[src/cpu_pkg.sv]
// ====================
// Core definitions: opcodes, FSM states and the instruction word
// ====================

package cpu_pkg;

    // ====================
    // Instruction word geometry
    // ====================

    localparam int INSTR_W   = 16;
    localparam int OPCODE_W  = 4;
    localparam int OPERAND_W = 8;
    localparam int RSVD_W    = INSTR_W - OPCODE_W - OPERAND_W;

    // Accumulator instruction set
    typedef enum logic [OPCODE_W-1:0] {
        LDI   = 4'h0,
        LOAD  = 4'h1,
        STORE = 4'h2,
        ADD   = 4'h3,
        SUB   = 4'h4,
        SHL   = 4'h5,
        JMP   = 4'h6,
        JZ    = 4'h7,
        HALT  = 4'h8
    } opcode_e;

    // ====================
    // Core FSM
    // ====================

    typedef enum logic [2:0] {
        IDLE,
        FETCH,
        DECODE,
        MEM_ACCESS,
        EXECUTE,
        HALTED
    } core_state_e;

    // Operand is a data address or an 8-bit immediate
    typedef struct packed {
        opcode_e                opcode;
        logic [RSVD_W-1:0]      reserved;
        logic [OPERAND_W-1:0]   operand;
    } instr_t;

endpackage

[src/soc_pkg.sv]
// ====================
// System definitions: memory map, bus and board output types
// ====================

package soc_pkg;

    localparam int WORD_W    = 16;
    localparam int ADDR_W    = 8;
    localparam int RAM_WORDS = 240;

    // ====================
    // Memory map
    // ====================

    // 0x00 to 0xEF is RAM, everything above is I/O
    localparam logic [ADDR_W-1:0] ADDR_LED    = 8'hF0;
    localparam logic [ADDR_W-1:0] ADDR_DIGIT  = 8'hF1;
    localparam logic [ADDR_W-1:0] ADDR_RESULT = 8'hF2;

    // Request side of the core bus
    typedef struct packed {
        logic               req;
        logic               we;
        logic [ADDR_W-1:0]  addr;
        logic [WORD_W-1:0]  wdata;
    } bus_req_t;

    // ack is a single-cycle pulse, rdata valid with it
    typedef struct packed {
        logic               ack;
        logic [WORD_W-1:0]  rdata;
    } bus_rsp_t;

    // Program load port, one word per cycle
    typedef struct packed {
        logic               en;
        logic [ADDR_W-1:0]  addr;
        logic [WORD_W-1:0]  data;
    } boot_write_t;

    // Segment bits, 1 means lit
    typedef struct packed {
        logic a;
        logic b;
        logic c;
        logic d;
        logic e;
        logic f;
        logic g;
    } seg_t;

endpackage

[src/cpu_core.sv]
// ====================
// 16-bit accumulator core
// Fetch, decode, data access and execute over a req/ack bus
// ====================

`timescale 1ns/1ps

module cpu_core
    import cpu_pkg::*, soc_pkg::*;
(
    input  logic        clk,
    input  logic        reset,
    input  logic        start,
    output bus_req_t    bus_req,
    input  bus_rsp_t    bus_rsp,
    output logic        halted
);

    core_state_e            state;
    logic [ADDR_W-1:0]      pc;
    logic [WORD_W-1:0]      acc;
    instr_t                 ir;
    logic [WORD_W-1:0]      mdr;

    logic                   is_mem_op;

    // Opcodes that need a data access after decode
    assign is_mem_op = (ir.opcode == LOAD) || (ir.opcode == STORE) ||
                       (ir.opcode == ADD)  || (ir.opcode == SUB);

    // ====================
    // Bus request
    // ====================

    // Fields come from registers only, so they hold while waiting for ack
    always_comb begin
        bus_req.req   = (state == FETCH) || (state == MEM_ACCESS);
        bus_req.we    = (state == MEM_ACCESS) && (ir.opcode == STORE);
        bus_req.addr  = (state == FETCH) ? pc : ir.operand;
        bus_req.wdata = acc;
    end

    assign halted = (state == HALTED);

    // ====================
    // Control FSM
    // ====================

    always_ff @(posedge clk) begin
        if (reset) begin
            state <= IDLE;
            pc    <= '0;
            acc   <= '0;
        end else begin
            case (state)
                IDLE: begin
                    if (start) begin
                        state <= FETCH;
                    end
                end

                FETCH: begin
                    if (bus_rsp.ack) begin
                        pc    <= pc + 1'b1;
                        state <= DECODE;
                    end
                end

                DECODE: begin
                    // Non-memory opcodes complete here
                    state <= FETCH;
                    case (ir.opcode)
                        LDI: begin
                            acc <= {{(WORD_W-OPERAND_W){1'b0}}, ir.operand};
                        end
                        SHL: begin
                            acc <= {acc[WORD_W-2:0], 1'b0};
                        end
                        JMP: begin
                            pc <= ir.operand;
                        end
                        JZ: begin
                            if (acc == '0) begin
                                pc <= ir.operand;
                            end
                        end
                        HALT: begin
                            state <= HALTED;
                        end
                        default: begin
                            if (is_mem_op) begin
                                state <= MEM_ACCESS;
                            end
                        end
                    endcase
                end

                MEM_ACCESS: begin
                    if (bus_rsp.ack) begin
                        state <= (ir.opcode == STORE) ? FETCH : EXECUTE;
                    end
                end

                EXECUTE: begin
                    // Write back the loaded operand
                    case (ir.opcode)
                        LOAD:    acc <= mdr;
                        ADD:     acc <= acc + mdr;
                        SUB:     acc <= acc - mdr;
                        default: acc <= acc;
                    endcase
                    state <= FETCH;
                end

                HALTED: begin
                    state <= HALTED;
                end

                default: begin
                    state <= IDLE;
                end
            endcase
        end
    end

    // Instruction and data capture
    always_ff @(posedge clk) begin
        if ((state == FETCH) && bus_rsp.ack) begin
            ir <= instr_t'(bus_rsp.rdata);
        end
        if ((state == MEM_ACCESS) && bus_rsp.ack) begin
            mdr <= bus_rsp.rdata;
        end
    end

    // ====================
    // Assertions
    // ====================

    // A pending request may not change until the slave acknowledges it
    a_req_stable: assert property (
        @(posedge clk) disable iff (reset)
        (bus_req.req && !bus_rsp.ack) |=> $stable(bus_req)
    ) else $error("bus request changed while waiting for ack");

endmodule

[src/soc_memory.sv]
// ====================
// Program and data RAM with bus port and boot write port
// ====================

`timescale 1ns/1ps

module soc_memory
    import soc_pkg::*;
(
    input  logic        clk,
    input  bus_req_t    bus_req,
    output bus_rsp_t    bus_rsp,
    input  boot_write_t boot
);

    logic [WORD_W-1:0]  ram [0:RAM_WORDS-1];
    logic               ack;
    logic [WORD_W-1:0]  rdata;
    logic               bus_write;

    // One write per request, not repeated in the ack cycle
    assign bus_write = bus_req.req && bus_req.we && !ack;

    // Boot port has priority, it is only used while the core is idle
    always_ff @(posedge clk) begin
        if (boot.en) begin
            ram[boot.addr] <= boot.data;
        end else if (bus_write) begin
            ram[bus_req.addr] <= bus_req.wdata;
        end
    end

    // Registered read
    always_ff @(posedge clk) begin
        if (bus_req.req) begin
            rdata <= ram[bus_req.addr];
        end
    end

    // Pulse one cycle after req; clears itself while req is low in reset
    always_ff @(posedge clk) begin
        ack <= bus_req.req && !ack;
    end

    assign bus_rsp.ack   = ack;
    assign bus_rsp.rdata = rdata;

    // Loading a program while the core runs would corrupt it
    a_boot_idle: assert property (
        @(posedge clk) boot.en |-> !bus_req.req
    ) else $error("boot write during a bus request");

endmodule

[src/bus_io_unit.sv]
// ====================
// Address decoder for RAM and board outputs
// ====================

`timescale 1ns/1ps

module bus_io_unit
    import soc_pkg::*;
(
    input  logic                clk,
    input  logic                reset,
    input  bus_req_t            core_req,
    output bus_rsp_t            core_rsp,
    output bus_req_t            mem_req,
    input  bus_rsp_t            mem_rsp,
    output logic                led_red,
    output logic                led_green,
    output seg_t                seg,
    output logic [WORD_W-1:0]   result
);

    logic               is_ram;
    logic               io_sel;
    logic               io_ack;
    logic [WORD_W-1:0]  io_rdata;
    logic [3:0]         digit;

    // Standard hex patterns, segments a to g
    function automatic seg_t hex_to_seg(input logic [3:0] v);
        case (v)
            4'h0: return seg_t'(7'b1111110);
            4'h1: return seg_t'(7'b0110000);
            4'h2: return seg_t'(7'b1101101);
            4'h3: return seg_t'(7'b1111001);
            4'h4: return seg_t'(7'b0110011);
            4'h5: return seg_t'(7'b1011011);
            4'h6: return seg_t'(7'b1011111);
            4'h7: return seg_t'(7'b1110000);
            4'h8: return seg_t'(7'b1111111);
            4'h9: return seg_t'(7'b1111011);
            4'hA: return seg_t'(7'b1110111);
            4'hB: return seg_t'(7'b0011111);
            4'hC: return seg_t'(7'b1001110);
            4'hD: return seg_t'(7'b0111101);
            4'hE: return seg_t'(7'b1001111);
            default: return seg_t'(7'b1000111);
        endcase
    endfunction

    // ====================
    // Decode
    // ====================

    assign is_ram = core_req.addr < ADDR_W'(RAM_WORDS);
    assign io_sel = core_req.req && !is_ram && !io_ack;

    always_comb begin
        mem_req     = core_req;
        mem_req.req = core_req.req && is_ram;
    end

    assign core_rsp.ack   = mem_rsp.ack || io_ack;
    assign core_rsp.rdata = io_ack ? io_rdata : mem_rsp.rdata;

    // ====================
    // I/O registers
    // ====================

    always_ff @(posedge clk) begin
        if (reset) begin
            io_ack    <= 1'b0;
            led_red   <= 1'b0;
            led_green <= 1'b0;
            digit     <= '0;
            seg       <= '0;
            result    <= '0;
        end else begin
            io_ack <= io_sel;
            if (io_sel && core_req.we) begin
                case (core_req.addr)
                    ADDR_LED: begin
                        led_red   <= core_req.wdata[0];
                        led_green <= core_req.wdata[1];
                    end
                    ADDR_DIGIT: begin
                        digit <= core_req.wdata[3:0];
                        seg   <= hex_to_seg(core_req.wdata[3:0]);
                    end
                    ADDR_RESULT: result <= core_req.wdata;
                    default:     result <= result;
                endcase
            end
        end
    end

    // Registered read, unmapped I/O reads as zero
    always_ff @(posedge clk) begin
        if (io_sel) begin
            case (core_req.addr)
                ADDR_LED:    io_rdata <= {{(WORD_W-2){1'b0}}, led_green, led_red};
                ADDR_DIGIT:  io_rdata <= {{(WORD_W-4){1'b0}}, digit};
                ADDR_RESULT: io_rdata <= result;
                default:     io_rdata <= '0;
            endcase
        end
    end

endmodule

[src/soc_top.sv]
// ====================
// Microcontroller top: core, I/O decoder and RAM
// ====================

`timescale 1ns/1ps

module soc_top
    import soc_pkg::*;
(
    input  logic                clk,
    input  logic                reset,
    input  logic                start,
    input  boot_write_t         boot,
    output logic                led_red,
    output logic                led_green,
    output seg_t                seg,
    output logic [WORD_W-1:0]   result,
    output logic                halted
);

    bus_req_t   core_req;
    bus_rsp_t   core_rsp;
    bus_req_t   mem_req;
    bus_rsp_t   mem_rsp;

    cpu_core u_core (
        .clk     (clk),
        .reset   (reset),
        .start   (start),
        .bus_req (core_req),
        .bus_rsp (core_rsp),
        .halted  (halted)
    );

    // Splits core traffic between RAM and the board registers
    bus_io_unit u_io (
        .clk       (clk),
        .reset     (reset),
        .core_req  (core_req),
        .core_rsp  (core_rsp),
        .mem_req   (mem_req),
        .mem_rsp   (mem_rsp),
        .led_red   (led_red),
        .led_green (led_green),
        .seg       (seg),
        .result    (result)
    );

    soc_memory u_mem (
        .clk     (clk),
        .bus_req (mem_req),
        .bus_rsp (mem_rsp),
        .boot    (boot)
    );

endmodule

[config.mk]
export PLATFORM = sky130hd
export DESIGN_NAME = soc_top
export DESIGN_NICKNAME = d
export VERILOG_FILES = /design/src/cpu_pkg.sv /design/src/soc_pkg.sv /design/src/cpu_core.sv /design/src/soc_memory.sv /design/src/bus_io_unit.sv /design/src/soc_top.sv
export SDC_FILE = /design/constraint.sdc
export NUM_CORES = 2
export LEC_CHECK = 0
export BUFFER_PORTS_ARGS = -buffer_cell sky130_fd_sc_hd__buf_2
export CORE_MARGIN = 2
export CORE_UTILIZATION = 40
export DETAILED_ROUTE_END_ITERATION = 12
export MAX_ROUTING_LAYER = met4
export SLEW_MARGIN = 0
export SYNTH_ARGS = -nofsm -noshare
export SYNTH_HDL_FRONTEND = slang
export SYNTH_SLANG_ARGS = --single-unit
[constraint.sdc]
create_clock -name clk -period 34 [get_ports clk]
set_clock_uncertainty 0.2 [all_clocks]
set_input_delay 8.5 -clock clk [delete_from_list [all_inputs] [get_ports clk]]
set_output_delay 8.5 -clock clk [all_outputs]
set_load 0.05 [all_outputs]
==> impl_metrics.csv <==
group,metric,value,unit
status,status,"finished, violations left",
status,violations,"max-capacitance violations, max-slew violations",
critical_path,cp-start-kind,"primary input",
sta,relSlewSlack,-3.78,%
clocking,post-cts-setup-buffer-count,0,
clocking,cts_sinks,3958,
floorplan,io_pins,54,
critical_path,path_class,"in2reg",
clocking,cts_buffer_depth,4,
critical_path,worst-path-buf-inv,5,
critical_path,cp.arrival,12.80,ns
floorplan,start_util,40.2,%
clocking,htree_num_levels,5,
flow_run,cap_violations,1,
synthesis,syn_area,155000,sq um
critical_path,path_common_cell,"buf_4",
clocking,clkTransAtPathRegs,0.06,ns
clocking,tritoncts,"yes",
global_routing,grt_max_degree,217,
floorplan,die-area,392000,sq um
detailed_routing,post_drt_wl_per_cell,30.4,um
sta,rsz0062_at_grt,"false",
floorplan,die_height,626,um
cells_and_area,num-fill-cells,33300,
clocking,cts.repair.resized,0,
critical_path,rrSetupSlack,26.35,ns
sta,fin_crit_sh,36.6,%
global_routing,grt_pass1_vias,90900,
synthesis,synthAdderAreaFrac,0.207,%
cells_and_area,fin_util,45.4,%
synthesis,ys_ff_latch,3958,
floorplan,die_x,626,um
clocking,clk_latency,1.01,ns
cells_and_area,stdcell_count,16100,
detailed_routing,post-route-drc-count,0,
synthesis,synth_compound_area_share,8.28,%
synthesis,synth_area_per_cell,14.8,sq um
global_routing,met1_usage,33.3,%
sta,finalSetupTns,0,ns
power,ir_drop,0.0000453,V
synthesis,synth_top_family_by_area,"simple AND/OR/NAND/NOR gates",
clocking,cts_hold_buf,0,
synthesis,ys_async_sr_fraction,0,%
synthesis,synth.area.mux_share,4.01,%
critical_path,end_kind,"flip-flop",
power,switchingPower,2.71,mW
global_routing,met3_usage,4.00,%
global_routing,use_met2,38.0,%
power,intPower,8.15,mW
placement,gp_congestion,0.952,
detailed_routing,drt-vias-per-instance,5.99,
synthesis,synth_edf_count,3900,
floorplan,placementRows,228,
synthesis,synthesis.nets,10500,
synthesis,synthSimpleGateAreaFrac,9.03,%
power,switching_share,24.9,%
critical_path,path_delay_family,"buffers and inverters",
power,leakagePower,56.2,nW
power,power_density,62.0,nW/um^2
critical_path,slowest_delay,0.95,ns
sta,hold_ws,0.291,ns
sta,finalHoldViolCount,0,
sta,worst_pin_slew,1.54,ns
critical_path,cp_data_required_time,34.37,ns
cells_and_area,area_growth,13.1,%
power,power.share.clock,40.5,%
global_routing,gr-max-usage-layer,"met2",
sta,clock.fmax,80.4,MHz
global_routing,track_usage,24.9,%
clocking,clock_tree.root_cell,"clkbuf_16",
power,combPwrFrac,9.9,%
detailed_routing,wl,489000,um
detailed_routing,dr.pass1.iters,8,
detailed_routing,ant_nets,0,
clocking,cts_made_buffers,404,
synthesis,ys_types,72,
detailed_routing,vias,96300,
synthesis,syn_inst,10500,
global_routing,gr-total-overflow,0,
detailed_routing,first_iter_violations,15200,
cells_and_area,finalNetCount,10600,
hold_path,hold_class,"reg2reg",
critical_path,path_max_fanout,74,
floorplan,design.core.area,385000,sq um
placement,detailed_place_hpwl,289000,um
placement,dp.cells,15300,
cells_and_area,layout-drive-gt1-share,10.5,%
synthesis,yosysSeqAreaShare,76.4,%
synthesis,synth_xor_area_share,0.153,%
critical_path,crit_slowest_cell,"buf_4",
global_routing,grt_pass1_wl,684000,um
sta,maxSlewViolCount,2,
sta,layout_min_cycle_time,12.44,ns
sta,setup_viol,0,
power,power.sequential.fraction,49.6,%
critical_path,path_cells,"buf_2 > or4_2 > buf_4 > nand2_1 > nand2_4 > buf_4 > buf_4 > buf_4",
global_routing,antenna_found_initial,24,
synthesis,ys.flop_type,"edfxtp_1",
synthesis,yosysWarningCount,0,
placement,io_buffers,53,
[cell usage after synthesis, types with 16 or more instances]
| master | instances | area share, % |
|---|---|---|
| a211oi_1 | 29 | 0.14 |
| a21oi_1 | 108 | 0.35 |
| a221oi_1 | 556 | 3.1 |
| a31oi_1 | 283 | 1.1 |
| a32o_1 | 68 | 0.44 |
| a32oi_1 | 158 | 0.89 |
| and2_1 | 16 | 0.065 |
| buf_1 | 146 | 0.35 |
| buf_2 | 143 | 0.46 |
| clkbuf_1 | 440 | 1.1 |
| dfxtp_1 | 58 | 0.75 |
| edfxtp_1 | 3900 | 76 |
| ha_1 | 24 | 0.19 |
| mux2_2 | 24 | 0.17 |
| mux2i_1 | 530 | 3.4 |
| mux4_2 | 27 | 0.39 |
| nand2_1 | 1913 | 4.6 |
| nand3_1 | 846 | 2.7 |
| nor2_1 | 345 | 0.84 |
| nor3_1 | 53 | 0.17 |
| nor4_1 | 33 | 0.13 |
| o21ai_0 | 518 | 1.7 |
| o31ai_1 | 16 | 0.078 |
| or2_2 | 16 | 0.065 |
| or3_1 | 18 | 0.073 |
| xnor2_1 | 18 | 0.10 |
[worst min-delay path, cell delays in order (launching register included)]
cell	delay, ns
dfxtp_1	0.32
a21oi_1	0.06
nor2_1	0.08
[layer usage]
metal | up-vias | part of all wire, %
met5 | - | 0
met4 | 0 | 4.8
met3 | 907 | 9.7
met2 | 5562 | 46
met1 | 49000 | 39
li1 | 40800 | -
[sequential cells by signal, summed over array words and instances, names as in the netlist]
signal and count:
u_core.ir 12, u_io.digit 4, u_mem.ack 1, u_core.mdr 16, u_io.io_ack 1, u_mem.ram 3840, u_io.result 16, u_core.pc 8
u_io.led_green 1, u_core.state 3, u_io.led_red 1, u_core.acc 16, u_io.io_rdata 16, u_mem.rdata 16, u_io.seg 7
[final timing paths]
kind	endpoint	depth (start not counted)	start
setup / recovery	u_mem.ram[27][9]	8	boot[24]
hold / removal	u_io.seg[0]	2	u_io.seg[0]
setup reg to reg	u_mem.rdata[14]	13	u_core.state[1]
hold reg to reg	u_io.seg[0]	2	u_io.seg[0]
[kinds of logic (layout without fill, tap and decap cells)]
group | Yosys count | in the layout
AOI/OAI and AO/OA | 1809 | 1809
buffers and inverters | 749 | 1155
xor gates and xnor gates | 27 | 27
muxes | 583 | 583
and+or+nand+nor | 3308 | 3308
adders and majority gates | 25 | 25
other | 0 | 18
DFF | 3958 | 3958
[area by class of cell]
class / instances / area, sq um / share of cell area (%)
well taps: 5175 / 6470 / 3.70
diodes: 18 / 45.0 / 0.0257
multi-input cells: 5752 / 34100 / 19.5
flip-flops and latches: 3958 / 118000 / 67.5
inverters: 14 / 52.6 / 0.0300
repair buffers: 400 / 3160 / 1.80
clock buffers: 486 / 10600 / 6.03
clock inverters: 255 / 2440 / 1.39
[placed cells by master, fill, tap and decap left out, drive strengths merged, types with 283 or more instances in the layout]
cell type / count
a221oi: 556
a31oi: 283
buf: 400
clkbuf: 486
edfxtp: 3900
mux2i: 531
nand2: 1922
nand3: 847
nor2: 346
o21ai: 522
[power by group through the flow]
| stage | Sequential [mW] | Combinational (mW) | Clock (mW) |
|---|---|---|---|
| floorplan | 5.50 | 0.560 | 0 |
| global placement | 5.49 | 1.04 | 0 |
| detailed placement | 5.49 | 1.05 | 0 |
| CTS | 5.38 | 1.05 | 4.43 |
| global route | 5.38 | 1.11 | 4.62 |
| finish | 5.38 | 1.07 | 4.40 |
[through the flow]
step	setup slack [ns]	power [mW]	area [sq um]
global placement	20.69	6.53	162000
floorplan	12.93	6.06	155000
finish	21.56	10.9	175000
CTS	21.56	10.9	175000
global route	21.46	11.1	175000
detailed placement	20.55	6.54	162000
(Power assumes the default switching activity.)
